==> src/memPkg.sv <==
// Memory system shared types
package memPkg;

  localparam int AddrWidth    = 32;
  localparam int DataWidth    = 32;
  localparam int WordOffset   = 2;
  localparam int Sets         = 16;
  localparam int Ways         = 2;
  localparam int IndexWidth   = $clog2(Sets);
  localparam int TagWidth     = AddrWidth - IndexWidth - WordOffset;
  localparam int MemWords     = 1024;
  localparam int MemIdxWidth  = $clog2(MemWords);
  localparam int WaitStates   = 2;
  localparam int WaitCntWidth = $clog2(WaitStates + 1);

  typedef logic [AddrWidth-1:0]     addrT;
  typedef logic [DataWidth-1:0]     dataT;
  typedef logic [IndexWidth-1:0]    indexT;
  typedef logic [TagWidth-1:0]      tagT;
  typedef logic [$clog2(Ways)-1:0]  wayIdxT;
  typedef logic [MemIdxWidth-1:0]   memIdxT;

  // Processor side
  typedef struct packed {
    logic write;
    addrT addr;
    dataT wdata;
  } cpuReqT;

  typedef struct packed {
    dataT rdata;
    logic hit;
  } cpuRespT;

  // Controller to ways
  typedef struct packed {
    indexT index;
    tagT   tag;
  } wayLookupT;

  typedef struct packed {
    logic [Ways-1:0] we;
    indexT           index;
    tagT             tag;
    dataT            data;
  } wayFillT;

  // Request held toward the bus memory until ready
  typedef struct packed {
    logic req;
    logic write;
    addrT addr;
    dataT wdata;
  } busReqT;

  typedef enum logic [2:0] {Idle, Lookup, BusRead, BusWrite, Respond} ctrlStateT;

endpackage

==> src/cacheController.sv <==
// Data cache controller
module cacheController import memPkg::*;
(
  input  logic      clk,
  input  logic      rstN,
  input  logic      cacheEnable,
  input  logic      invalidate,
  input  logic      reqValid,
  input  cpuReqT    req,
  output logic      busy,
  output logic      respValid,
  output cpuRespT   resp,
  output wayLookupT lookup,
  output wayFillT   fill,
  output logic      invalidateAll,
  input  logic      anyHit,
  input  dataT      hitData,
  input  wayIdxT    victim,
  input  wayIdxT    hitWay,
  output logic      touch,
  output wayIdxT    touchWay,
  output busReqT    bus,
  input  dataT      busRData,
  input  logic      busReady
);

  ctrlStateT state;
  ctrlStateT nextState;
  cpuReqT    reqQ;
  addrT      lookAddr;
  logic      accept;
  logic      readHit;
  logic      writeHit;

  assign accept        = (state == Idle) && reqValid;
  assign busy          = (state != Idle);
  assign invalidateAll = (state == Idle) && invalidate;

  // Index straight from the strobe so the arrays are read before Lookup
  assign lookAddr     = (state == Idle) ? req.addr : reqQ.addr;
  assign lookup.index = lookAddr[IndexWidth+WordOffset-1:WordOffset];
  assign lookup.tag   = lookAddr[AddrWidth-1:IndexWidth+WordOffset];

  assign readHit  = cacheEnable && anyHit && !reqQ.write;
  assign writeHit = cacheEnable && anyHit && reqQ.write;

  always_comb
  begin
    nextState = state;
    case (state)
      Idle:
        if (accept)
          nextState = Lookup;
      Lookup:
        if (reqQ.write)
          nextState = BusWrite;
        else if (readHit)
          nextState = Respond;
        else
          nextState = BusRead;
      BusRead,
      BusWrite:
        if (busReady)
          nextState = Respond;
      default:
        nextState = Idle;
    endcase
  end

  // Fill and LRU update
  always_comb
  begin
    fill.we    = '0;
    fill.index = lookup.index;
    fill.tag   = lookup.tag;
    fill.data  = busRData;
    touch      = 1'b0;
    touchWay   = hitWay;
    case (state)
      Lookup:
        touch = readHit;
      BusRead:
        if (busReady && cacheEnable)
        begin
          fill.we[victim] = 1'b1;
          touch           = 1'b1;
          touchWay        = victim;
        end
      BusWrite:
        // Write-through, so only a hit updates the cached copy
        if (busReady && writeHit)
        begin
          fill.we[hitWay] = 1'b1;
          fill.data       = reqQ.wdata;
          touch           = 1'b1;
        end
      default:
        touch = 1'b0;
    endcase
  end

  always_ff @(posedge clk)
  begin
    if (!rstN)
    begin
      state     <= Idle;
      respValid <= 1'b0;
      bus.req   <= 1'b0;
    end
    else
    begin
      state     <= nextState;
      respValid <= (nextState == Respond);
      if (accept)
        reqQ <= req;
      if (state == Lookup && nextState != Respond)
      begin
        bus.req   <= 1'b1;
        bus.write <= reqQ.write;
        bus.addr  <= reqQ.addr;
        bus.wdata <= reqQ.wdata;
      end
      else if (busReady)
        bus.req <= 1'b0;
      if (state == Lookup && readHit)
      begin
        resp.rdata <= hitData;
        resp.hit   <= 1'b1;
      end
      else if (state == BusRead && busReady)
      begin
        resp.rdata <= busRData;
        resp.hit   <= 1'b0;
      end
      else if (state == BusWrite && busReady)
      begin
        resp.rdata <= reqQ.wdata;
        resp.hit   <= writeHit;
      end
    end
  end

  noReqWhileBusy: assert property (@(posedge clk) disable iff (!rstN)
    reqValid |-> !busy);

  respInRespond: assert property (@(posedge clk) disable iff (!rstN)
    respValid |-> (state == Respond || state == Lookup));

  // Memory samples the request over several wait cycles
  busHeldUntilReady: assert property (@(posedge clk) disable iff (!rstN)
    bus.req && !busReady |=> bus.req && $stable(bus));

endmodule

==> config.mk <==
export PLATFORM = sky130hd
export DESIGN_NAME = cacheController
export DESIGN_NICKNAME = d
export VERILOG_FILES = /design/src/memPkg.sv /design/src/cacheController.sv
export SDC_FILE = /design/constraint.sdc
export NUM_CORES = 1
export LEC_CHECK = 0
export BUFFER_PORTS_ARGS = -buffer_cell sky130_fd_sc_hd__buf_2
export CAP_MARGIN = 20
export CORE_MARGIN = 10
export CORE_UTILIZATION = 40
export DETAILED_ROUTE_END_ITERATION = 8
export PLACE_DENSITY = 0.79
export SLEW_MARGIN = 20
export SYNTH_ARGS = -nofsm -noshare
export SYNTH_HDL_FRONTEND = slang
export SYNTH_SLANG_ARGS = --single-unit
export TNS_END_PERCENT = 20
==> constraint.sdc <==
create_clock -name clk -period 6.4 [get_ports clk]
set_clock_uncertainty 0.15 [all_clocks]
set_input_delay 0.32 -clock clk [delete_from_list [all_inputs] [get_ports clk]]
set_output_delay 0.32 -clock clk [all_outputs]
set_load 0.02 [all_outputs]
# == Word-level counts from Yosys, hierarchy flattened ==
# Cells that the tools add are included.
# totals
register_bits,168
output_inout_bits,198
elab_cells,67
# classes
n_reduce_logical,22
n_lt_le_gt_ge,4
muxes,25
n_eq_ne,5
# op_table
operator,n
two-way mux 33 bit,3
two-way mux 32 bit,3
logical AND 1 bit,13
two-way mux 3 bit,4
one-hot mux 3 bit (3 select lines),1
two-way mux 1 bit,8
equality test 3 x 2 -> 1 bit (second input constant),2
AND reduction 2 bit,3
nonzero test 3 bit,2
less-than comparator 1 x 2 -> 1 bit (second input constant),2
two-way mux 2 bit,2
one-hot mux 2 bit (2 select lines),1
equality test 3 x 1 -> 1 bit (second input constant),1
equality test 3 bit (second input constant),1
logical NOT 3 bit,1
inequality test 3 bit (second input constant),1
one-hot mux 1 bit (3 select lines),1
demux 1 bit (select 1 bit),2
>= comparator 1 bit (second input constant),2
nonzero test 2 bit,1
OR reduction 2 bit,1
logical NOT 1 bit,1

# == Logic depth before layout (Yosys ltp) ==
# logic_depth
depth_word,8
ltp_mapped,6
mapped_depth_nobuf,3

# == Worst setup path before layout ==
# No wires, ideal clock.
# synth_path
path_kind,flip-flop to flip-flop
startpoint,register state[1]
endpoint,"register resp[0] in the netlist's numbering, enable pin"
synth_period_minus_slack_ns,3.224
setup_ns,0.432
stages_incl_launch_ff,7
arrival_ns,2.642
path_slack_ns,3.176
cell_sequence,dfxtp_1 buf_6 nor2_1 nand4bb_1 buf_4 buf_2 a21boi_1
# synth_between
elab_chain_len,4
# synth_lines
item,line,text
from (decl),cacheController.sv:27,ctrlStateT state;
from (signal assigned),cacheController.sv:106,state <= Idle;
from (signal assigned),cacheController.sv:112,state <= nextState;
"equality test 3 x 1 -> 1 bit, or another cell as far along",cacheController.sv:125,if (state == Lookup && readHit)
logical AND 1 bit (on tied branches),"cacheController.sv:125, cacheController.sv:130, cacheController.sv:135",
nonzero test 3 bit (no source line) *,-,
AND reduction 2 bit (no source line) *,-,
to (decl),cacheController.sv:12,"output cpuRespT resp,"
# Every way passes the cells marked *; elsewhere a longest branch is shown, timed or not.
# A chain may end at the register's enable or synchronous reset.

==> flow_summary.ini <==
[cts]
worstSkewPairLatency_ns = 0.42
cts_resized = 0
cts_root_buffer = clkbuf_16
cts_htree_levels = 4
cts_tree = yes
clock_path_buffers = 2
path_clk_slew_ns = 0.07
cts_num_sinks = 168
numCtsBuffers = 17

[detailed_routing]
wl_per_cell_um = 20.8
drt_iter0_markers = 177
ant_nets = 0
drc = 0
first_pass_iters = 6
via_per_inst = 4.70
routed_wl_mm = 20.8
vias = 4703

[logic_synthesis]
synth_area_leaders = edfxtp_1 67%, mux2_4 11%, mux2_1 6.2%
yosysTopAreaCellShare_pct = 67.4
ys_ff_latch = 168
ys_warn_count = 0
synthTopCellsByCount = 163 x edfxtp_1, 53 x mux2_4, 40 x mux2_1, 34 x buf_4, 34 x mux2_2
synth_edf_count = 163
synthFlopType = edfxtp_1
avgSynthCellArea_um2 = 19.1
synth-seq-area-share_pct = 68.8
yosysMostFrequentCell = edfxtp_1
syn_nets = 519
netlist_area_mm2 = 0.00726
synthCells = 381
yosysTopAreaCell = edfxtp_1
synth_cell_types = 32
ys_async_sr_fraction_pct = 0

[floorplanning]
die_w_um = 155
die_h_um = 155
core_area_mm2 = 0.0179
fp-row-count = 49
fp.dieArea_mm2 = 0.0239
start_util_pct = 40.6
io_pins = 336

[sta]
layout_min_cycle_time_ns = 3.26
rsz0062_at_grt = false
max_freq_mhz = 307
hold_violations = 0
slew_viol_final = 0
tns_ns = 0
maxSlewHeadroom_pct = 27.6
period_share_pct = 50.9
tightest_slew_ns = 1.08
setup_viol = 0

[final_layout]
final_cells = 1001
nets = 897
fill_cells = 1427
final_layout_size_suffix_gt1_share_pct = 60.1
area_growth_pct = 41.1
fin_util_pct = 57.2

[setup_path]
slowest_delay_ns = 0.88
critPathSlowestCell = nor2_4
cp_cell_sequence = nand4_1, nor2_4, mux2_2, buf_2
crit_start = state[0]
rrSetupSlack_ns = 3.44
worstSetupEndpointType = output pin
path_max_fanout = 32
critical_path_class = flip-flop to output pin
r2r-start = state[1]
cp.arrival_ns = 2.79
worstPathRequired_ns = 5.93
critPathLaunchType = flip-flop

[global_routing]
grt_pass1_wl_mm = 31.0
grt_pass1_vias = 5322
track_usage_pct = 16.9
antenna_found_initial = 1
grt_max_degree = 66
overflow = 0

[placement]
portBuffers = 335
place_congestion = 0.763
dp_hpwl_mm = 15.1
dp.cells = 903

[outcome]
status = finished, final reports clean

[hold_path]
hp-class = input port to flip-flop
worstHoldStart = hitData[8]

[power]
ir_worst_vdd_uv = 173
power.leakage_uw = 0.00431
power.density_mw_per_mm2 = 273

[job]
cap_violations = 0
## repair_timing
| item | CTS | global route |
|---|---|---|
| endpoints found under the hold margin | 66 | 0 |
| hold buffers | 66 | 0 |
| buffers inserted | 0 | 0 |
## cells in the final DEF (no fill, tap or decap), types with 4 or more instances in the layout
cell and n:
mux2_1 40, nor2b_1 4, nand2_1 4, dlygate4sd3_1 66
mux2_4 53, clkbuf_16 17, mux2_2 34, nor2_1 5
edfxtp_1 163, buf_2 335, dfxtp_1 5, bufinv_16 4
## cell type report
| cell class | count | area, um2 | share of cell area (%) |
|---|---|---|---|
| diodes | 1 | 2.50 | 0.0244 |
| clock buffers | 17 | 425 | 4.15 |
| clock inverters | 14 | 196 | 1.92 |
| inverters | 2 | 7.51 | 0.0733 |
| multi-input cells | 165 | 1940 | 19.0 |
| flip-flops and latches | 168 | 4990 | 48.8 |
| well taps | 229 | 287 | 2.80 |
| repair buffers | 405 | 2390 | 23.3 |
## state kept, by name (all words and copies together) (netlist names)
signal,count
state,3
reqQ,65
bus,66
resp,33
respValid,1
## worst paths after layout
path,end,depth (start not counted)
worst min-delay path,resp[9],2
worst min register to register,bus[33],0
worst max-delay path,fill[4],4
worst max register to register,resp[17],4
## power breakdown
part	total [uW]	internal, uW	switching (uW)
sequential	1280	1260	23.0
combinational	427	187	240
clock	1090	656	432
total	2800	2100	696
## logic make-up after synthesis
kind of cell    Yosys count  synth area share [%]
buf+inv                  48                  5.10
compound gates           13                  1.22
simple gates             25                  2.43
mux                     127                  22.4
flops                   168                  68.8
## layer usage
metal | vias to the layer above | part of all wire, % | track usage [%]
met5 | - | 0 | 0
met1 | 2254 | 37 | 17.7
met3 | 15 | 9.8 | 6.85
met2 | 233 | 52 | 29.9
li1 | 2201 | - | -
met4 | 0 | 1.4 | 5.62
## worst max-delay path: cells and delay by family (launching register included)
| family | cells | cell delay (ns) |
|---|---|---|
| buffers and inverters | 1 | 0.17 |
| AND/OR/NAND/NOR | 2 | 1.14 |
| flip-flops | 1 | 0.62 |
| multiplexers | 1 | 0.44 |
## through the flow
stage | power, uW | setup WS (ns) | instance area [um2] | hold WS [ns]
final | 2800 | 3.14 | 10200 | 0.0475
after global routing | 2900 | 3.00 | 10200 | 0.0348
after CTS | 2830 | 3.10 | 10200 | 0.0269
after detailed placement | 1710 | 3.37 | 8960 | 0.255
after global placement | 1700 | 3.16 | 8930 | 0.251
after floorplan | 1580 | 3.18 | 7260 | 0.250
Power figures use the tool's default switching activity.
