File: src/memPkg.sv
// Memory system shared types
package memPkg;

  localparam int AddrWidth    = 32;
  localparam int DataWidth    = 32;
  localparam int WordOffset   = 2;
  localparam int Sets         = 16;
  localparam int Ways         = 2;
  localparam int IndexWidth   = $clog2(Sets);
  localparam int TagWidth     = AddrWidth - IndexWidth - WordOffset;
  localparam int MemWords     = 1024;
  localparam int MemIdxWidth  = $clog2(MemWords);
  localparam int WaitStates   = 2;
  localparam int WaitCntWidth = $clog2(WaitStates + 1);

  typedef logic [AddrWidth-1:0]     addrT;
  typedef logic [DataWidth-1:0]     dataT;
  typedef logic [IndexWidth-1:0]    indexT;
  typedef logic [TagWidth-1:0]      tagT;
  typedef logic [$clog2(Ways)-1:0]  wayIdxT;
  typedef logic [MemIdxWidth-1:0]   memIdxT;

  // Processor side
  typedef struct packed {
    logic write;
    addrT addr;
    dataT wdata;
  } cpuReqT;

  typedef struct packed {
    dataT rdata;
    logic hit;
  } cpuRespT;

  // Controller to ways
  typedef struct packed {
    indexT index;
    tagT   tag;
  } wayLookupT;

  typedef struct packed {
    logic [Ways-1:0] we;
    indexT           index;
    tagT             tag;
    dataT            data;
  } wayFillT;

  // Request held toward the bus memory until ready
  typedef struct packed {
    logic req;
    logic write;
    addrT addr;
    dataT wdata;
  } busReqT;

  typedef enum logic [2:0] {Idle, Lookup, BusRead, BusWrite, Respond} ctrlStateT;

endpackage

File: src/cacheWay.sv
// Cache way storage
module cacheWay import memPkg::*;
(
  input  logic      clk,
  input  logic      rstN,
  input  wayLookupT lookup,
  input  wayFillT   fill,
  input  logic      invalidateAll,
  input  wayIdxT    wayId,
  output logic      hit,
  output dataT      rdata
);

  logic [Sets-1:0] validArr;
  tagT             tagArr [Sets];
  dataT            dataArr [Sets];
  logic            rdValid;
  tagT             rdTag;
  logic            wayWe;

  // Only this way's enable bit matters
  assign wayWe = fill.we[wayId];

  always_ff @(posedge clk)
  begin
    if (!rstN || invalidateAll)
      validArr <= '0;
    else if (wayWe)
      validArr[fill.index] <= 1'b1;
  end

  // Tag and data arrays, read every cycle at the lookup index
  always_ff @(posedge clk)
  begin
    if (wayWe)
    begin
      tagArr[fill.index]  <= fill.tag;
      dataArr[fill.index] <= fill.data;
    end
    rdTag <= tagArr[lookup.index];
    rdata <= dataArr[lookup.index];
  end

  // Invalidate also kills a read taken on the same edge
  always_ff @(posedge clk)
  begin
    if (!rstN || invalidateAll)
      rdValid <= 1'b0;
    else
      rdValid <= validArr[lookup.index];
  end

  // Compare against the tag the controller is still holding
  assign hit = rdValid && (rdTag == lookup.tag);

  // Controller only invalidates from Idle and only fills during bus states
  fillNotWithInvalidate: assert property (@(posedge clk) disable iff (!rstN)
    !((|fill.we) && invalidateAll));

endmodule

File: config.mk
export PLATFORM = sky130hd
export DESIGN_NAME = cacheWay
export DESIGN_NICKNAME = d
export VERILOG_FILES = /design/src/memPkg.sv /design/src/cacheWay.sv
export SDC_FILE = /design/constraint.sdc
export NUM_CORES = 1
export LEC_CHECK = 0
export BUFFER_PORTS_ARGS = -buffer_cell sky130_fd_sc_hd__buf_2
export CAP_MARGIN = 0
export CORE_MARGIN = 2
export CORE_UTILIZATION = 40
export CTS_BUF_LIST = sky130_fd_sc_hd__clkbuf_4
export DETAILED_ROUTE_END_ITERATION = 8
export PLACE_DENSITY = 0.53
export SYNTH_ARGS = -nofsm -noshare
export SYNTH_HDL_FRONTEND = slang
export SYNTH_SLANG_ARGS = --single-unit
File: constraint.sdc
create_clock -name clk -period 8.11 [get_ports clk]
set_clock_uncertainty 0.1 [all_clocks]
set_input_delay 1.2165 -clock clk [delete_from_list [all_inputs] [get_ports clk]]
set_output_delay 1.2165 -clock clk [all_outputs]
set_load 0.01 [all_outputs]
# [Yosys cells after proc, flatten, opt, wreduce, memory -nomap -nowiden]
# Memory sizes are Yosys's and may differ from the RTL's. A register that Yosys moved wholly into a read port is not among the register bits.
# Cells that the tools add are included.
[classes] n_bitwise=1 n_reduce_logical=4 order_cmp=4 eq_ne=1 mux=8
[op_table] operator="equality test 26 bit" count=1
[op_table] operator="bitwise OR 16 bit" count=1
[op_table] operator="less-than comparator 4 x 5 -> 1 bit (second input constant)" count=2
[op_table] operator="two-way mux 1 bit" count=6
[op_table] operator="binary-select mux 1 bit (select 4 bit)" count=1
[op_table] operator="demux 1 bit (select 4 bit)" count=1
[op_table] operator="greater-or-equal comparator 4 x 1 -> 1 bit (second input constant)" count=1
[op_table] operator="logical AND 1 bit" count=2
[op_table] operator="less-than comparator 1 x 2 -> 1 bit (second input constant)" count=1
[op_table] operator="logical NOT 1 bit" count=1
[op_table] operator="logical OR 1 bit" count=1
[totals] memories=2 input_bits=98 word_cells=22 reg_bits=17 mem_bits_rw=928
[memory_table] memory="dataArr" words=16 width=32 read_ports=1 rd_ports_with_merged_regs=1 write_ports=1 line_no="cacheWay.sv:16" rtl="dataT dataArr [Sets];"
[memory_table] memory="tagArr" words=16 width=26 read_ports=1 rd_ports_with_merged_regs=1 write_ports=1 line_no="cacheWay.sv:15" rtl="tagT tagArr [Sets];"

# [Logic depth before layout (Yosys ltp)]
# Gate-level depths: netlist of the first run.
[logic_depth] depth_word=5 ltp_mapped=7 ltp_nobuf=4

# [Least setup slack after synthesis of the first run]
# No wires, ideal clock.
[synth_timing] path_type="input -> register" startpoint="in wayId" endpoint="mem dataArr[0][0] (netlist bit) (enable)" setup_slack_ps=1515 t_required_ps=7462 arrival_ps=5946 stages=3 path_buffers=0 setup_ps=548 cell_sequence="mux2_2 > or3b_2 > nor3_1"
[synth_between] elab_chain_cells=4
[synth_rtl] element="start, declared" line_no="cacheWay.sv:9" rtl="input wayIdxT wayId,"
[synth_rtl] element="two-way mux 1 bit (implied by the code) (2 in series)" line_no="cacheWay.sv:22" rtl="assign wayWe = fill.we[wayId];"
[synth_rtl] element="two-way mux 1 bit" line_no="cacheWay.sv:35" rtl="if (wayWe)"
[synth_rtl] element="two-way mux 1 bit (implied by the code)" line_no="cacheWay.sv:38" rtl="dataArr[fill.index] <= fill.data;"
[synth_rtl] element="end, declared" line_no="cacheWay.sv:16"
# No other way between the ends. The select of a mux whose other input is x is not followed.

# [Final worst setup path of the first run]
[layout_timing] startpoint="reg rdTag[20], read port of tagArr" endpoint="out hit"
[layout_between] elab_chain_cells=2
[layout_rtl] element="start, declared" line_no="cacheWay.sv:18" rtl="tagT rdTag;"
[layout_rtl] element="equality test 26 bit" line_no="cacheWay.sv:54" rtl="assign hit = rdValid && (rdTag == lookup.tag);"
[layout_rtl] element="logical AND 1 bit" line_no="cacheWay.sv:54"
[layout_rtl] element="end, declared" line_no="cacheWay.sv:10" rtl="output logic hit,"
# No other way between the ends.

==> results of run 1 <==
[worst reg2reg max path, cell delays in order, from the launching register on]
cell      delay [ps]
edfxtp_1         380
mux4_2           490
a22oi_1          230
nand2_1          120
[state kept, by name, indices dropped and copies added, names as in the netlist]
name and flops:
rdValid 1, dataArr 512, tagArr 416, rdata 32, validArr 16, rdTag 26
[cells by family after synthesis]
family	Yosys count	synth area share [%]
compound gates	135	2.75
xor+xnor	26	0.619
buf+inv	81	1.18
flops	1003	79.8
mux	239	14.5
simple gates	101	1.22
[through the flow]
| step | cell area (µm²) | util [%] | power, W | instances |
|---|---|---|---|---|
| 3_5_place_dp | 39000 | 42.6 | 0.00649 | 2853 |
| 4_1_cts | 42500 | 46.5 | 0.0111 | 3325 |
| 5_1_grt | 42500 | 46.5 | 0.0114 | 3329 |
| 6_report | 42500 | 46.6 | 0.0109 | 3335 |
| 3_3_place_gp | 39000 | 42.6 | 0.00647 | 2853 |
| 2_1_floorplan | 36800 | - | 0.00625 | 1585 |
[Yosys cell counts]
master    instances
and2_1            1
or4_1             1
nand3b_1          4
xnor2_1          26
mux4_2          234
nand3_1           4
mux2_2            1
dfxtp_1          75
nand4_1           6
nor2_1           13
or3b_2            1
clkbuf_1         42
a22oi_1         116
o211ai_1          2
o22ai_1           1
nand2b_1          3
buf_1             5
nor2b_1           3
o21a_1           16
buf_2            18
nor4_1            1
nor3_1            4
mux2i_1           4
buf_4             3
buf_6            13
nand2_1          60
edfxtp_1        928
[power breakdown]
group,internal [W],switching [W]
logic,0.000213,0.000311
clock network,0.00261,0.00198
registers,0.00579,0.0000480
total,0.00861,0.00234
[layer usage]
metal  global-route usage [%]  vias to the layer above
met5                        0                        -
met4                     6.81                       12
met3                     4.27                      156
met2                     29.8                      585
met1                     25.5                     9591
li1                         -                     7656
[worst paths after layout]
check                       to  slack, ps  cells past startpoint
setup reg to reg     rdata[18]       6670                      3
setup / recovery           hit       3790                      5
hold reg to reg   validArr[10]        360                      1
hold / removal    validArr[10]        360                      1
[area by class of cell]
| cell class | instances | area share, % |
|---|---|---|
| Sequential cell | 1003 | 69.0 |
| Multi-Input combinational cell | 501 | 16.8 |
| Clock buffer | 428 | 7.55 |
| Tap cell | 1186 | 3.49 |
| Timing Repair Buffer | 163 | 2.25 |
| Clock inverter | 44 | 0.826 |
| Antenna cell | 10 | 0.0588 |
==> impl_metrics.py, run 1 <==
metrics = {
    "drt": {
        "wl_per_cell_um": 26.1,
        "drc_errors": 0,
        "wl_met3_um": 5060,
        "drt_iter0_drc": 1495,
        "wl_met2_um": 42100,
        "drt-pass1-iter-count": 5,
        "met1_length_um": 38200,
        "totalWireLength_um": 87100,
        "vias_per_cell": 5.40,
        "num_vias": 18000,
        "final_antenna_net_count": 0,
        "top_layer": "met5",
    },
    "synth": {
        "ys_ff_latch": 1003,
        "ys_seq_area_share_pct": 79.8,
        "syn-cell-area_um2": 36800,
        "syn_avg_cell_area_um2": 23.2,
        "yosysWarnings": 0,
        "syn_nets": 1683,
        "synth_top_area_share_pct": 75.7,
        "ys_types": 27,
        "yosysTopAreaCell": "edfxtp_1",
        "synthCells": 1585,
        "synth_area_leaders": "edfxtp_1, mux4_2, dfxtp_1",
    },
    "worst_hold_path": {
        "min_path_type": "reg -> reg",
        "holdCritStartpoint": "validArr[10]",
    },
    "global_route": {
        "track_usage_pct": 18.8,
        "overflow": 0,
        "grt_max_degree": 145,
        "grt_antenna_before_repair": 15,
        "grt_pass1_wl_um": 127000,
        "first_global_vias": 19700,
    },
    "clocking": {
        "path_clk_slew_ps": 60,
        "cts.path.max_buffers": 4,
        "cts_buffers": 279,
        "cts_resized": 0,
        "cts_tree": "yes",
        "cts.sinks": 1003,
        "postCtsSetupBuffers": 0,
        "clockRootBuffer": "clkbuf_4",
        "cts_max_level": 5,
        "worstSkewPairLatency_ps": 1090,
        "hold_buffers": 0,
    },
    "power_and_ir_drop": {
        "vdd_drop_max_mv": 0.132,
        "p_per_area_nw_per_um2": 257,
        "leakage_nw": 14.0,
    },
    "floorplanning": {
        "fp-row-count": 111,
        "die_x_um": 307,
        "coreArea_um2": 91400,
        "ios": 131,
        "initial_core_util_pct": 40.3,
        "die-height_um": 307,
        "die-area_um2": 94500,
    },
    "setup_path": {
        "timing.rr.start": "dataArr[11][18]",
        "cp_data_arrival_time_ps": 3010,
        "cp-start-kind": "register",
        "path_max_fanout": 1,
        "crit_chain": "xnor2_1 > nand4_1 > or4_1 > nor4_1 > buf_2",
        "endpoint_kind": "primary output",
        "critPathKind": "reg -> out",
        "crit_family": "simple AND/OR/NAND/NOR gates",
        "slowest_stage": "or4_1",
        "cp-startpoint": "rdTag[20]",
        "critPathMaxStageDelay_ps": 550,
        "crit_buf_inv": 1,
        "worstPathRequired_ps": 6790,
    },
    "run_status": {
        "run_status": "finished clean",
    },
    "sta": {
        "max_slew.worst_pin.slew_ps": 1080,
        "fin_crit_sh_pct": 53.3,
        "min_period_ps": 4320,
        "finalWorstSetupSlack_ps": 3790,
        "fmax_ghz": 0.231,
        "timing.slew.headroom_pct": 27.7,
        "grt_setup_unrepaired": "false",
        "hold_violations": 0,
        "slew_violations": 0,
        "setup_viol": 0,
        "holdWs_ps": 364,
        "fin_setup_tns_ps": 0,
    },
    "placement": {
        "dp.final_hpwl_um": 41000,
        "place_worst_setup_slack_ps": 3780,
        "gp_congestion": 0.687,
        "port_buffers": 130,
    },
    "job": {
        "max_cap_viol_count": 0,
    },
    "cells_and_area": {
        "area_growth_pct": 15.6,
        "nNetsFinal": 2046,
        "multi_input_area_um2": 7140,
        "layout.cells.most_common": "edfxtp_1",
        "layout_common_cells": "edfxtp_1, clkbuf_4, mux4_2, buf_2, a22oi_1",
        "fillers": 7744,
        "layout-drive-gt1-share_pct": 40.1,
        "regArea_um2": 29400,
    },
}
No activity file was read; power rests on OpenSTA's default activity.
==> run 2: changes to the inputs <==
--- a/config.mk
+++ b/config.mk
@@ -11,7 +11,7 @@
 export CORE_UTILIZATION = 40
 export CTS_BUF_LIST = sky130_fd_sc_hd__clkbuf_4
 export DETAILED_ROUTE_END_ITERATION = 8
-export PLACE_DENSITY = 0.53
+export PLACE_DENSITY = 0.55
 export SYNTH_ARGS = -nofsm -noshare
 export SYNTH_HDL_FRONTEND = slang
 export SYNTH_SLANG_ARGS = --single-unit
==> constraint.sdc (replaced) <==
create_clock -name clk -period 3.8 [get_ports clk]
set_clock_uncertainty 0.1 [all_clocks]
set_input_delay 0.57 -clock clk [delete_from_list [all_inputs] [get_ports clk]]
set_output_delay 0.57 -clock clk [all_outputs]
set_load 0.01 [all_outputs]
==> run 2 against run 1 <==
Setup slack lost 3400 ps. Via count decreased by 0.40%. Core utilization rose by 0.87 points. Largest cell class unchanged. Sequential power increased by 110%. Critical path depth is the same.
==> impl_metrics.py, run 2 (synthesis results as in run 1) <==
metrics = {
    "sta": {
        "fin_setup_tns_ps": 0,
        "min_period_ps": 3440,
        "fin_crit_sh_pct": 90.6,
        "setup_viol": 0,
        "fmax_ghz": 0.291,
        "timing.slew.headroom_pct": 41.6,
        "finalWorstSetupSlack_ps": 359,
        "max_slew.worst_pin.slew_ps": 876,
        "slew_violations": 0,
        "hold_violations": 0,
        "grt_setup_unrepaired": "false",
    },
    "clocking": {
        "clockRootBuffer": "clkbuf_4",
        "cts_max_level": 5,
        "cts_tree": "yes",
        "path_clk_slew_ps": 60,
        "postCtsSetupBuffers": 0,
        "cts.sinks": 1003,
        "worstSkewPairLatency_ps": 1080,
        "cts.path.max_buffers": 4,
        "cts_buffers": 276,
    },
    "floorplanning": {
        "initial_core_util_pct": 40.3,
        "ios": 131,
        "die-height_um": 307,
        "fp-row-count": 111,
        "die_x_um": 307,
        "coreArea_um2": 91400,
        "die-area_um2": 94500,
    },
    "global_route": {
        "first_global_vias": 19700,
        "overflow": 0,
        "track_usage_pct": 18.1,
        "grt_antenna_before_repair": 7,
        "grt_max_degree": 63,
        "grt_pass1_wl_um": 123000,
    },
    "drt": {
        "wl_per_cell_um": 24.6,
        "num_vias": 17900,
        "met1_length_um": 37300,
        "top_layer": "met5",
        "drt_iter0_drc": 1226,
        "final_antenna_net_count": 0,
        "drt-pass1-iter-count": 5,
        "wl_met2_um": 39800,
        "wl_met3_um": 5130,
        "totalWireLength_um": 83500,
        "vias_per_cell": 5.27,
        "drc_errors": 0,
    },
    "power_and_ir_drop": {
        "leakage_nw": 14.3,
        "p_per_area_nw_per_um2": 527,
        "vdd_drop_max_mv": 0.284,
    },
    "worst_hold_path": {
        "holdCritStartpoint": "lookup[26]",
        "min_path_type": "in -> reg",
    },
    "placement": {
        "gp_congestion": 0.699,
        "dp.final_hpwl_um": 41400,
        "place_worst_setup_slack_ps": 789,
        "port_buffers": 130,
    },
    "job": {
        "max_cap_viol_count": 0,
    },
    "setup_path": {
        "cp_data_arrival_time_ps": 2770,
        "cp-startpoint": "rdTag[0]",
        "timing.rr.start": "validArr[5]",
        "cp-start-kind": "register",
        "critPathKind": "reg -> out",
        "worstPathRequired_ps": 3130,
        "path_max_fanout": 1,
        "endpoint_kind": "primary output",
    },
    "cells_and_area": {
        "reg_top3": "dataArr (512), tagArr (416), rdata (32)",
        "nNetsFinal": 2125,
        "layout_common_cells": "edfxtp_1, clkbuf_4, mux4_2, buf_2, a22oi_1",
        "top_register": "dataArr",
        "largest_register_ffs": 512,
        "layout.cells.most_common": "edfxtp_1",
        "fillers": 7678,
        "multi_input_area_um2": 7180,
        "layout-drive-gt1-share_pct": 38.8,
        "regArea_um2": 29400,
        "area_growth_pct": 17.7,
    },
    "run_status": {
        "run_status": "finished clean",
    },
}
## run 2: changes by cell type in the layout (fill, tap and decap cells not counted), sizes merged, moves of 6 or more
cell         before  now
clkinv           35   43
dlygate4sd3       0   66
diode            10    2
buf             163  179
inv               2    8
clkbuf          428  409
## run 2: power by group
part | leakage, nW | internal (W) | switching (W)
logic | 3.30 | 0.000527 | 0.000696
clock network | 2.01 | 0.00502 | 0.00413
registers | 9.01 | 0.0124 | 0.0000854
## run 2: metrics by stage
stage               instance area, µm²  cells  hold WS [ps]  total power (W)  util (%)
finish                           43300   3400           195           0.0228      47.4
global route                     43300   3399           110           0.0239      47.4
CTS                              43300   3398          54.9           0.0232      47.4
detailed placement               39300   2869           353           0.0139      43.0
global placement                 39300   2869           343           0.0138      43.0
floorplan                        36900   1585           335           0.0133         -
## run 2: area by class of cell
| class | count | area share [%] |
|---|---|---|
| Sequential cell | 1003 | 67.8 |
| Multi-Input combinational cell | 501 | 16.6 |
| Clock buffer | 409 | 7.09 |
| Timing Repair Buffer | 245 | 4.53 |
| Tap cell | 1186 | 3.42 |
| Clock inverter | 54 | 0.601 |
| Antenna cell | 2 | 0.0115 |
## run 2: path summary, 6_finish.rpt
path / endpoint / slack (ps) / cells past startpoint
hold / removal: rdata[12] / 200 / 4
setup / recovery: hit / 360 / 5
setup reg to reg: rdValid / 1850 / 4
hold reg to reg: validArr[4] / 360 / 1
## run 2: timing repair
action,CTS,global route
endpoints found under the hold margin,963,0
hold buffers,66,0
endpoints found under the setup margin,1,0
resized for setup,2,0
## run 2: per-layer routing
layer	up-vias	GRT usage, %
met1	9494	25.0
met4	12	5.48
met5	-	0
met3	107	4.98
met2	534	28.1
li1	7781	-
## run 2: worst max-delay path: stages, from the launching register on
cell and delay (ps):
dfxtp_1 320, xnor2_2 260, nand4_1 130, or4_1 510, nor4_1 290, buf_2 180
