$ cat config.mk
export PLATFORM = sky130hd
export DESIGN_NAME = wayMerge
export DESIGN_NICKNAME = d
export VERILOG_FILES = /design/src/memPkg.sv /design/src/wayMerge.sv
export SDC_FILE = /design/constraint.sdc
export NUM_CORES = 1
export LEC_CHECK = 0
export ABC_AREA = 1
export BUFFER_PORTS_ARGS = -buffer_cell sky130_fd_sc_hd__buf_2
export CAP_MARGIN = 40
export CORE_MARGIN = 2
export CORE_UTILIZATION = 38
export CTS_CLUSTER_SIZE = 10
export DETAILED_ROUTE_END_ITERATION = 12
export GPL_ROUTABILITY_DRIVEN = 0
export GPL_TIMING_DRIVEN = 0
export PLACE_DENSITY_LB_ADDON = 0.05
export SETUP_SLACK_MARGIN = 0.15
export SLEW_MARGIN = 25
export SYNTH_ARGS = -nofsm -noshare
export SYNTH_HDL_FRONTEND = slang
export SYNTH_SLANG_ARGS = --single-unit
$ cat constraint.sdc
create_clock -name clk -period 3.8 [get_ports clk]
set_clock_uncertainty 0.2 [all_clocks]
set_input_delay 0.95 -clock clk [delete_from_list [all_inputs] [get_ports clk]]
set_output_delay 0.95 -clock clk [all_outputs]
set_load 0.03 [all_outputs]
$ cat src/memPkg.sv
// Memory system shared types
package memPkg;

  localparam int AddrWidth    = 32;
  localparam int DataWidth    = 32;
  localparam int WordOffset   = 2;
  localparam int Sets         = 16;
  localparam int Ways         = 2;
  localparam int IndexWidth   = $clog2(Sets);
  localparam int TagWidth     = AddrWidth - IndexWidth - WordOffset;
  localparam int MemWords     = 1024;
  localparam int MemIdxWidth  = $clog2(MemWords);
  localparam int WaitStates   = 2;
  localparam int WaitCntWidth = $clog2(WaitStates + 1);

  typedef logic [AddrWidth-1:0]     addrT;
  typedef logic [DataWidth-1:0]     dataT;
  typedef logic [IndexWidth-1:0]    indexT;
  typedef logic [TagWidth-1:0]      tagT;
  typedef logic [$clog2(Ways)-1:0]  wayIdxT;
  typedef logic [MemIdxWidth-1:0]   memIdxT;

  // Processor side
  typedef struct packed {
    logic write;
    addrT addr;
    dataT wdata;
  } cpuReqT;

  typedef struct packed {
    dataT rdata;
    logic hit;
  } cpuRespT;

  // Controller to ways
  typedef struct packed {
    indexT index;
    tagT   tag;
  } wayLookupT;

  typedef struct packed {
    logic [Ways-1:0] we;
    indexT           index;
    tagT             tag;
    dataT            data;
  } wayFillT;

  // Request held toward the bus memory until ready
  typedef struct packed {
    logic req;
    logic write;
    addrT addr;
    dataT wdata;
  } busReqT;

  typedef enum logic [2:0] {Idle, Lookup, BusRead, BusWrite, Respond} ctrlStateT;

endpackage

$ cat src/wayMerge.sv
// Way hit merge and LRU tracking
module wayMerge import memPkg::*;
(
  input  logic            clk,
  input  logic            rstN,
  input  logic [Ways-1:0] hitVec,
  input  dataT            wayData [Ways],
  input  wayLookupT       lookup,
  input  logic            touch,
  input  wayIdxT          touchWay,
  output logic            anyHit,
  output dataT            hitData,
  output wayIdxT          hitWay,
  output wayIdxT          victim
);

  // One bit per set names the least recently used way
  logic [Sets-1:0] lruBits;

  assign anyHit = |hitVec;

  // Select the hitting way
  always_comb
  begin
    hitData = '0;
    hitWay  = '0;
    for (int w = 0; w < Ways; w++)
    begin
      if (hitVec[w])
      begin
        hitData = wayData[w];
        hitWay  = wayIdxT'(w);
      end
    end
  end

  assign victim = lruBits[lookup.index];

  // With two ways the LRU way is simply the other one
  always_ff @(posedge clk)
  begin
    if (!rstN)
      lruBits <= '0;
    else if (touch)
      lruBits[lookup.index] <= ~touchWay;
  end

  // Fills only go to a way that missed, so tags stay unique within a set
  oneWayHits: assert property (@(posedge clk) disable iff (!rstN)
    $onehot0(hitVec));

endmodule

# == Word level (Yosys, flattened, before mapping) ==
# Index checks and enable logic that the tools add are counted.
# Widths: inputs -> output; s select.
# classes
n_reduce_logical,2
order_cmp,2
n_bitwise,1
mux,8
# ops
operator,count
$mux 32,2
$bwmux 16,1
$lt 4x5->1 const B,1
$bmux 1 s4,1
$demux 1 s4,1
$ge 4x1->1 const B,1
$mux 1,3
$reduce_or 2->1,1
$logic_and 1x1->1,1
$not 1->1,1
# word_totals
in_bits,100
elab_cells,14
output_inout_bits,35
reg_bits,16

# == Longest topological paths before layout ==
# Gate-level depths: netlist of the first run.
# depth
ltp_word,5
mapped_depth,9

# == Least setup slack after synthesis of the first run ==
# OpenSTA, ideal clock, no wires.
# synth_path
path_type,in2out
startpoint,in hitVec[1]
endpoint,out hitData[20]
n_path_buf,2
required_time_ns,2.650
cell_stages,4
t_arrival_ns,1.654
setup_slack_ns,0.996
cell_sequence,buf_2 buf_1 nand2_1 nand2_1
# synth_between
elab_chain_len,1
# synth_rtl
element,line_no,rtl
from (decl),wayMerge.sv:6,"input logic [Ways-1:0] hitVec,"
$mux 32,wayMerge.sv:29,if (hitVec[w])
to (decl),wayMerge.sv:12,"output dataT hitData,"
# Every way passes these cells.

# == Worst setup path in the final report of the first run ==
# layout_path
startpoint,in lookup[26] (netlist name)
endpoint,out victim
# layout_between
elab_chain_len,2
# layout_rtl
element,line_no,rtl
from (decl),wayMerge.sv:8,"input wayLookupT lookup,"
$bmux 1 s4,wayMerge.sv:37,assign victim = lruBits[lookup.index];
$mux 1 (not written as such),wayMerge.sv:37,
to (decl),wayMerge.sv:14,output wayIdxT victim
# Every way passes these cells. The select of a mux whose other input is x is not followed.

==> results of run 1 <==
## cell families after synthesis
logic type	Yosys count	synth area share (%)
AOI/OAI and AO/OA	32	12.4
buffers and inverters	26	9.67
DFF	16	24.8
and+or+nand+nor	164	53.2
## power by group through the flow
stage          registers [W]  clock network, W  logic (W)
3_3_place_gp        0.000177                 0   0.000196
6_report            0.000173          0.000115   0.000195
2_1_floorplan       0.000176                 0   0.000119
5_1_grt             0.000173          0.000120   0.000214
3_5_place_dp        0.000177                 0   0.000196
4_1_cts             0.000173          0.000115   0.000196
## metrics by stage
| stage | worst slack [ps] | cells | hold slack [ps] |
|---|---|---|---|
| after floorplan | 996 | 238 | 290 |
| after global placement | 773 | 389 | 303 |
| after detailed placement | 773 | 389 | 308 |
| after CTS | 757 | 393 | 324 |
| after global routing | 643 | 393 | 341 |
| final | 776 | 393 | 322 |
## critical path: cells and delay by family
| kind | cells | cell delay, ps |
|---|---|---|
| buffers and inverters | 4 | 490 |
| and+or+nand+nor | 7 | 420 |
## worst paths after layout
check | start | to | slack, ps | cells after the start
hold reg to reg | lruBits[2] | lruBits[2] | 320 | 2
setup reg to reg | lruBits[15] | lruBits[15] | 2950 | 2
hold / removal | lruBits[2] | lruBits[2] | 320 | 2
setup / recovery | lookup[26] | victim | 780 | 11
## layer usage
layer  global-route usage [%]  part of all wire [%]  up-vias
li1                         -                     -      980
met1                     27.2                    45      780
met3                     3.80                   6.8       12
met4                     7.78                   2.3        0
met2                     38.5                    46       74
met5                        0                     0        -
## area by class of cell
cell class / count / area (µm²) / share of cell area (%)
Buffer: 16 / 87.6 / 4.58
Sequential cell: 16 / 320 / 16.7
Timing Repair Buffer: 105 / 526 / 27.5
Multi-Input combinational cell: 196 / 848 / 44.3
Inverter: 10 / 37.5 / 1.96
Clock buffer: 4 / 36.3 / 1.90
Tap cell: 46 / 57.6 / 3.01
## placed cells by master, fill, tap and decap left out, types with 4 or more instances in the layout
| cell type | synthesis | routed |
|---|---|---|
| dfxtp_1 | 16 | 16 |
| nand3_2 | 4 | 4 |
| clkbuf_1 | 4 | 4 |
| nand2_1 | 109 | 109 |
| inv_1 | 7 | 7 |
| o21ai_1 | 15 | 15 |
| nor2_1 | 16 | 16 |
| a21oi_1 | 16 | 16 |
| nand3_1 | 32 | 32 |
| buf_2 | 7 | 112 |
==> metrics.txt, run 1 <==
status=finished, final reports clean; drt first-iter violations=78; Int Pwr=0.000299 W; maximum fanout along the worst path=10; CTS tree=done; Worst Path Arrival=1870 ps; number of global-route vias before repair=1642; post-CTS sizing=0; final core occ=57.8%; startpoint types=input port; Leak=1.16 nW; cells along the critical path=buf_2 -> inv_2 -> nand2_1 -> nand2_1 -> nand2_1 -> nand2_1 -> nand2_1 -> nand2_1 -> inv_1 -> nand2_1 -> buf_2; Seq/Total Area, Yosys=24.8%; Clock Path Buffers=2; CTS H-tree depth=1; Worst setup EP type=output port; Max-Cap Viols=0; Post-DRT Antenna Nets=0; crit-path max cell delay=190 ps; worst hold path type=reg2reg; #FFs+latches synth=16; sequential power share=35.8%; leading area contributor after synthesis=nand2_1; RSZ-0062 raised after global routing=no; Post-Syn Area=0.00129 mm²; postcts setup bufs=0; Vias=1846; fin. max-slew vios=0; max FFs per register=16; Post-Synthesis Cells=238; top-count cell post-synth=nand2_1; DP HPWL=3.42 mm; Post-Syn Nets=338; FFs w/ async S/R, synth=0%; Die X=62.4 µm; predominant post-synthesis flop cell=dfxtp_1; post-route cell area=0.00191 mm²; DP Area=0.00188 mm²; WS Path Type=in2out; Synth Warn #=0; core area=0.00331 mm²; Die H=62.4 µm; Nets=448; Peak VDD IR=0.000237 V; largest net degree at the start of global routing=11; clk sinks=16; Std-Cell Rows=21; Synth top area share=31.6%; worst slew pin tran=464 ps; Die Area=0.00389 mm²; Gate power share=40.4%; biggest regs=lruBits x16; min Tclk post-route=3020 ps; Top reg by flops=lruBits; power per cell area=253 mW/mm²; Reg clk slew, reported paths=100 ps; Ant. Diodes=0; Worst-Skew Late Latency=290 ps; first-pass GRT wire length=7.22 mm; Area growth, synth to finish=47.9%; synth cell count leaders=109 x nand2_1, 32 x nand3_1, 16 x a21oi_1, 16 x dfxtp_1, 16 x nor2_1; Final Hold Fails=0; grt total ovfl=0; overall power=0.000484 W; Clock power frac=23.9%; CTS buffer count=3; antenna violations before repair=0; Peak Freq=331 MHz; filler instances=350; Syn Area/Cell=5.44 µm²; Initial Util=39.1%; number of vias per cell=4.70; Area contributors post-synth=nand2_1 32%, dfxtp_1 25%, nand3_1 12%, a21oi_1 6.2%, o21ai_1 5.8%; Final period util=79.6%; final setup violation count=0; EDFF count, synth=0; Synth cell types=17; layout cells sized above 1=36.9%; # hold bufs at CTS=0; Critical-path top delay cell=buf_2; Worst path most repeated cell=nand2_1; I/O Buffers=105; detailed-route wire length per cell=10.9 µm; Ports=135; DRC Markers=0; Net Sw Frac=38.3%; clk root buf=clkbuf_4; Post-Route WL=4.28 mm; Sw Pwr=0.000185 W; Global Route Usage Sum=22.0%; DR pass1 iterations=4; Worst EP required=2650 ps; Max-Slew Margin vs Limit=69.1%; Setup TNS=0 ps
(Power assumes the default switching activity.)
==> inputs of run 2 (changes only) <==
Settings changed: CORE_UTILIZATION 38 to 32.
Clock period 3.8 ns to 2.7 ns, I/O delays scaled along.
==> run 2 against run 1 <==
  * Cell count increased by 0.76%
  * Largest power group unchanged
  * Largest cell class unchanged
  * Critical endpoint unchanged
  * Sequential share of layout area down 0.17 points
  * Routed wire length rose by 6.1%
  * Non-clock buffer count is the same
  * Highest routed layer unchanged
==> metrics.txt, run 2 (synthesis results as in run 1) <==
status=finished, final reports clean; storage element area=320 µm² (unchanged); DR pass1 iterations=4 (unchanged); max FFs per register=16 (unchanged); met1 Track Usage GR=22.1% (-5.1 points); Worst-Skew Late Latency=250 ps (-40 ps); crit path capture=victim; WS Path Type=in2out; Worst setup EP type=output port; Reg2Reg Capture Point=lruBits[15]; Max-Cap Viols=0 (unchanged); Reg clk slew, reported paths=60 ps (-40 ps); Critical Path Start=lookup[26]; Clock Path Buffers=2 (unchanged); Die X=67.6 µm (+8.4%); DP Area=0.00188 mm² (+0.27%); number of global-route vias before repair=1562 (-4.9%); CTS H-tree depth=1 (unchanged); CTS tree=done; Worst Path Arrival=1540 ps (-330 ps); post-CTS sizing=0 (unchanged); footprint of the multi-input gates=848 µm² (unchanged); post-route cell area=0.00193 mm² (+1.0%); startpoint types=input port; DP HPWL=3.57 mm (+4.4%); M2 GR Usage=36.5% (-1.9 points); Peak Freq=413 MHz; clk root buf=clkbuf_8; number of vias per cell=4.65 (-0.92%); final setup violation count=0 (unchanged); I/O Buffers=105 (unchanged); # hold bufs at CTS=0 (unchanged); Std-Cell Rows=23 (+9.5%); RSZ-0062 raised after global routing=no; DRC Markers=0 (unchanged); Nets=448 (unchanged); most frequent cells in the layout=111 x buf_2, 109 x nand2_1, 32 x nand3_1; Post-Route WL=4.54 mm (+6.1%); Final Hold Fails=0 (unchanged); Max-Slew Margin vs Limit=68.8% (-0.24 points); most common cell after layout, fill and taps aside=buf_2; r2r startpoint=lruBits[15]; CTS buffer count=3 (unchanged); Top reg by flops=lruBits; grt total ovfl=0 (unchanged); Die H=67.6 µm (+8.4%); Final period util=89.6%; Die Area=0.00457 mm² (+17%); Initial Util=32.8% (-6.3 points); Leak=1.16 nW (+0.44%); Area growth, synth to finish=49.4%; drt first-iter violations=54 (-31%); worst slew pin tran=467 ps (+3.53 ps); Ant. Diodes=0 (unchanged); reg2reg setup slack=1860 ps (-1090 ps); Post-DRT Antenna Nets=0 (unchanged); Vias=1843 (-0.16%); met3 usage=3.33% (-0.47 points); Setup TNS=0 ps (unchanged); Peak VDD IR=0.000290 V (+22%); power per cell area=362 mW/mm² (+43%); maximum fanout along the worst path=10 (unchanged); min Tclk post-route=2420 ps; layout cells sized above 1=37.0% (+0.11 points); Ports=135 (unchanged); Global Route Usage Sum=19.5% (-2.5 points); clk sinks=16 (unchanged); first-pass GRT wire length=6.93 mm (-4.0%); filler instances=460 (+31%); biggest regs=lruBits x16; largest net degree at the start of global routing=11 (unchanged); detailed-route wire length per cell=11.5 µm (+5.3%); antenna violations before repair=0 (unchanged); core area=0.00394 mm² (+19%); fin. max-slew vios=0 (unchanged); GRT busiest layer=met2; worst hold path type=reg2reg; cells on worst reg2reg path=2 (unchanged); postcts setup bufs=0 (unchanged); Worst EP required=1820 ps (-830 ps)
[run 2: changes by cell type in the layout (fill, tap and decap cells not counted), sizes merged]
| cell | delta |
|---|---|
| clkbuf | -1 |
[run 2: area by class of cell]
cell class / count / share of cell area (%)
Multi-Input combinational cell: 196 / 43.9
Timing Repair Buffer: 105 / 27.3
Sequential cell: 16 / 16.6
Buffer: 16 / 4.79
Tap cell: 50 / 3.24
Clock buffer: 3 / 2.14
Inverter: 10 / 2.07
[run 2: power breakdown]
group | switching, W | internal (W) | leakage [nW] | total, W
clock | 0.0000797 | 0.0000989 | 0.0216 | 0.000179
sequential | 0.00000261 | 0.000241 | 0.129 | 0.000244
combinational | 0.000179 | 0.0000984 | 1.01 | 0.000277
[run 2: metal layers]
layer / up-vias / routed length (µm)
met5: - / 0
met1: 792 / 1810
met2: 68 / 2250
met3: 5 / 426
li1: 978 / -
met4: 0 / 44
[run 2: worst min path at each step]
stage	start	endpoint	slack [ps]	cells past startpoint
final	lruBits[13]	lruBits[13]	320	2
after global routing	lruBits[5]	lruBits[5]	340	2
after CTS	lruBits[13]	lruBits[13]	320	2
after detailed placement	lruBits[3]	lruBits[3]	300	2
after global placement	lruBits[8]	lruBits[8]	300	2
after floorplan	lruBits[3]	lruBits[3]	290	2
[run 2: stage by stage]
step / hold slack, ps / power (W) / setup slack [ps] / instances / util [%]
floorplan: 290 / 0.000416 / 446 / 238 / -
global placement: 303 / 0.000526 / 231 / 393 / 47.7
detailed placement: 305 / 0.000526 / 229 / 393 / 47.7
CTS: 318 / 0.000706 / 213 / 396 / 48.8
global route: 336 / 0.000745 / 160 / 396 / 49.0
finish: 315 / 0.000700 / 281 / 396 / 49.0
[run 2: critical path, stage by stage]
cell	delay, ps
buf_2	130
buf_8	150
nand2_1	60
nand2_1	60
nand2_1	40
nand2_1	60
nand2_1	50
nand2_1	70
inv_1	40
nand2_1	60
buf_4	160
==> inputs of run 3 (changes only) <==
Settings changed: ABC_AREA 1 to 0, CORE_UTILIZATION 32 to 30.
Clock period 2.7 ns to 2.03 ns, I/O delays scaled along.
==> run 3 against run 2 <==
  * The flow now finishes with violations (negative setup slack)
  * Count of clock-buffer cells in the layout is 1 higher
  * Register-to-register slack worse by 780 ps
  * Critical path depth is 6 lower
  * Cell area grew 37%
  * Sequential power up 33%
  * Cell count shrank 27%
  * Via count down 15%
  * Highest routed layer unchanged
==> metrics.txt, run 3 <==
final setup violation count=32 (+32); Final Hold Fails=0 (unchanged); I/O Buffers=104 (-0.95%); # hold bufs at CTS=0 (unchanged); Worst EP required=1320 ps (-500 ps); Setup TNS=-1530 ps (-1530 ps); RSZ-0062 raised after global routing=yes; Sw Pwr=0.000400 W (+53%); Post-Syn Nets=219 (-35%); worst path bufs/invs=2 (-2); Critical-path top delay cell=mux4_2; maximum fanout along the worst path=5 (-5); DRC Markers=0 (unchanged); Std-Cell Rows=22 (-4.3%); Leak=1.23 nW (+5.7%); worst hold path type=reg2reg; power per cell area=461 mW/mm² (+27%); leading area contributor after synthesis=dfxtp_1; number of vias per cell=5.38 (+16%); WS Path Type=in2out; Max-Slew Margin vs Limit=71.1% (+2.3 points); filler instances=256 (-44%); Clock Path Buffers=2 (unchanged); top-count cell post-synth=a22o_1; sequential power share=26.6% (-8.3 points); Post-Syn Area=0.00113 mm² (-13%); CTS buffer count=3 (unchanged); antenna violations before repair=0 (unchanged); grt total ovfl=0 (unchanged); first-pass GRT wire length=7.68 mm (+11%); Seq/Total Area, Yosys=28.4% (+3.6 points); clk root buf=clkbuf_8; EDFF count, synth=0 (unchanged); final worst slack=-187 ps (-468 ps); status=complete, but fails checks; CP delay by family, top=multiplexers; worst slew pin tran=434 ps (-33.8 ps); Final period util=109%; max FFs per register=16 (unchanged); Peak VDD IR=0.000377 V (+30%); Die H=65.3 µm (-3.3%); Area contributors post-synth=dfxtp_1 28%, a22o_1 24%, a311oi_1 12%, mux4_1 9.3%, a21oi_1 7.1%; Net Sw Frac=32.9% (-4.5 points); layout cells sized above 1=75.7% (+39 points); Global Route Usage Sum=23.6% (+4.1 points); synth cell count leaders=31 x a22o_1, 16 x a21oi_1, 16 x a311oi_1, 16 x dfxtp_1, 9 x clkbuf_1; Ports=135 (unchanged); FFs w/ async S/R, synth=0% (unchanged); predominant post-synthesis flop cell=dfxtp_1; CTS tree=done; clk sinks=16 (unchanged); core area=0.00363 mm² (-7.8%); Post-DRT Antenna Nets=0 (unchanged); Post-Route WL=5.47 mm (+20%); DR pass1 iterations=4 (unchanged); Worst Path Arrival=1510 ps (-30 ps); Synth cell types=20 (+3); Peak Freq=451 MHz; Gate power share=50.1% (+10 points); Synth top area share=28.4% (-3.2 points); Die X=65.3 µm (-3.3%); most frequent cells in the layout=73 x buf_2, 40 x buf_6, 30 x a22o_4; startpoint types=input port; Syn Area/Cell=9.48 µm² (+74%); Area growth, synth to finish=134%; #FFs+latches synth=16 (unchanged); Top reg by flops=lruBits; CTS H-tree depth=1 (unchanged); fin. max-slew vios=0 (unchanged); most common cell after layout, fill and taps aside=buf_2; DP HPWL=3.29 mm (-7.7%); Initial Util=31.1% (-1.8 points); Vias=1566 (-15%); drt first-iter violations=41 (-24%); Post-Synthesis Cells=119 (-50%); number of global-route vias before repair=1498 (-4.1%); biggest regs=lruBits x16; Max-Cap Viols=0 (unchanged); Place WS=-245 ps (-474 ps); Ant. Diodes=0 (unchanged); largest net degree at the start of global routing=11 (unchanged); min Tclk post-route=2220 ps; post-route cell area=0.00264 mm² (+37%); cells along the critical path=buf_12 -> mux4_2 -> a22oi_2 -> nand2_2 -> buf_6; Int Pwr=0.000817 W (+86%); Clock power frac=23.3% (-2.2 points); Die Area=0.00427 mm² (-6.5%); DP Area=0.00203 mm² (+7.6%); crit-path max cell delay=510 ps (+350 ps); Synth Warn #=0 (unchanged); failing checks=negative setup slack; Worst-Skew Late Latency=250 ps (about the same); Worst setup EP type=output port; Nets=344 (-23%); Reg clk slew, reported paths=60 ps (about the same); detailed-route wire length per cell=18.8 µm (+64%)
## run 3: cell types whose count changed after synthesis, sizes merged, moves of 2 or more
cell	before	now
nor2	18	1
clkbuf	4	9
nand2	109	3
buf	12	10
a311oi	0	16
nand3	36	0
mux4	0	4
a22oi	0	2
inv	10	1
o21ai	16	1
a22o	0	31
and3b	0	2
nor2b	0	3
## run 3: cell families (layout without fill, tap and decap cells)
| family | count (synthesis) | in the layout | share of synthesized area (%) |
|---|---|---|---|
| compound gates | 66 | 66 | 45.3 |
| buf+inv | 20 | 144 | 8.76 |
| flops | 16 | 16 | 28.4 |
| simple gates | 13 | 13 | 8.20 |
| mux | 4 | 4 | 9.31 |
## run 3: metrics by stage
stage	instances	hold slack, ps	util, %	power (W)
after CTS	290	320	71.9	0.00120
final	291	315	72.7	0.00122
after global routing	291	337	72.7	0.00126
after global placement	271	302	55.8	0.000770
after detailed placement	271	313	55.8	0.000778
after floorplan	119	289	-	0.000631
## run 3: power groups by stage
stage	combinational, W	sequential [W]	clock, W
5_1_grt	0.000636	0.000325	0.000299
2_1_floorplan	0.000301	0.000330	0
6_report	0.000610	0.000324	0.000283
3_5_place_dp	0.000447	0.000331	0
4_1_cts	0.000590	0.000324	0.000288
3_3_place_gp	0.000439	0.000331	0
## run 3: cell type report
class                   instances  area (µm²)  share of cell area, %
flip-flops and latches         16         320                   12.1
multi-input cells              83         996                   37.7
clock buffers                   4        55.1                   2.09
well taps                      48        60.1                   2.27
inverters                       1        3.75                  0.142
repair buffers                120         986                   37.3
plain buffers                  19         219                   8.29
## run 3: per-layer routing
layer,wire length (µm),part of all wire [%],global-route usage (%)
met5,0,0,0
met1,2070,38,28.4
met2,2990,55,43.5
met4,82,1.5,6.25
met3,329,6.0,3.42
## run 3: path summary, 6_finish.rpt
kind                            startpoint          to  slack, ps  cells after the start
worst max-delay path            lookup[26]      victim       -190                      5
worst min-delay path            lruBits[3]  lruBits[3]        310                      2
worst max register to register  lruBits[2]  lruBits[2]       1080                      2
worst min register to register  lruBits[3]  lruBits[3]        310                      2
## run 3: timing repair
item | 4_1_cts | 5_1_grt
cloned | 6 | 0
resized for setup | 91 | 6
setup endpoints to repair | 33 | 34
pin swaps | 6 | 3
buffers inserted | 9 | 1
## run 3: worst register-to-register path, cell delays in order, from the launching register on
cell      delay [ps]
dfxtp_1          330
a21oi_1           40
a311oi_1         280
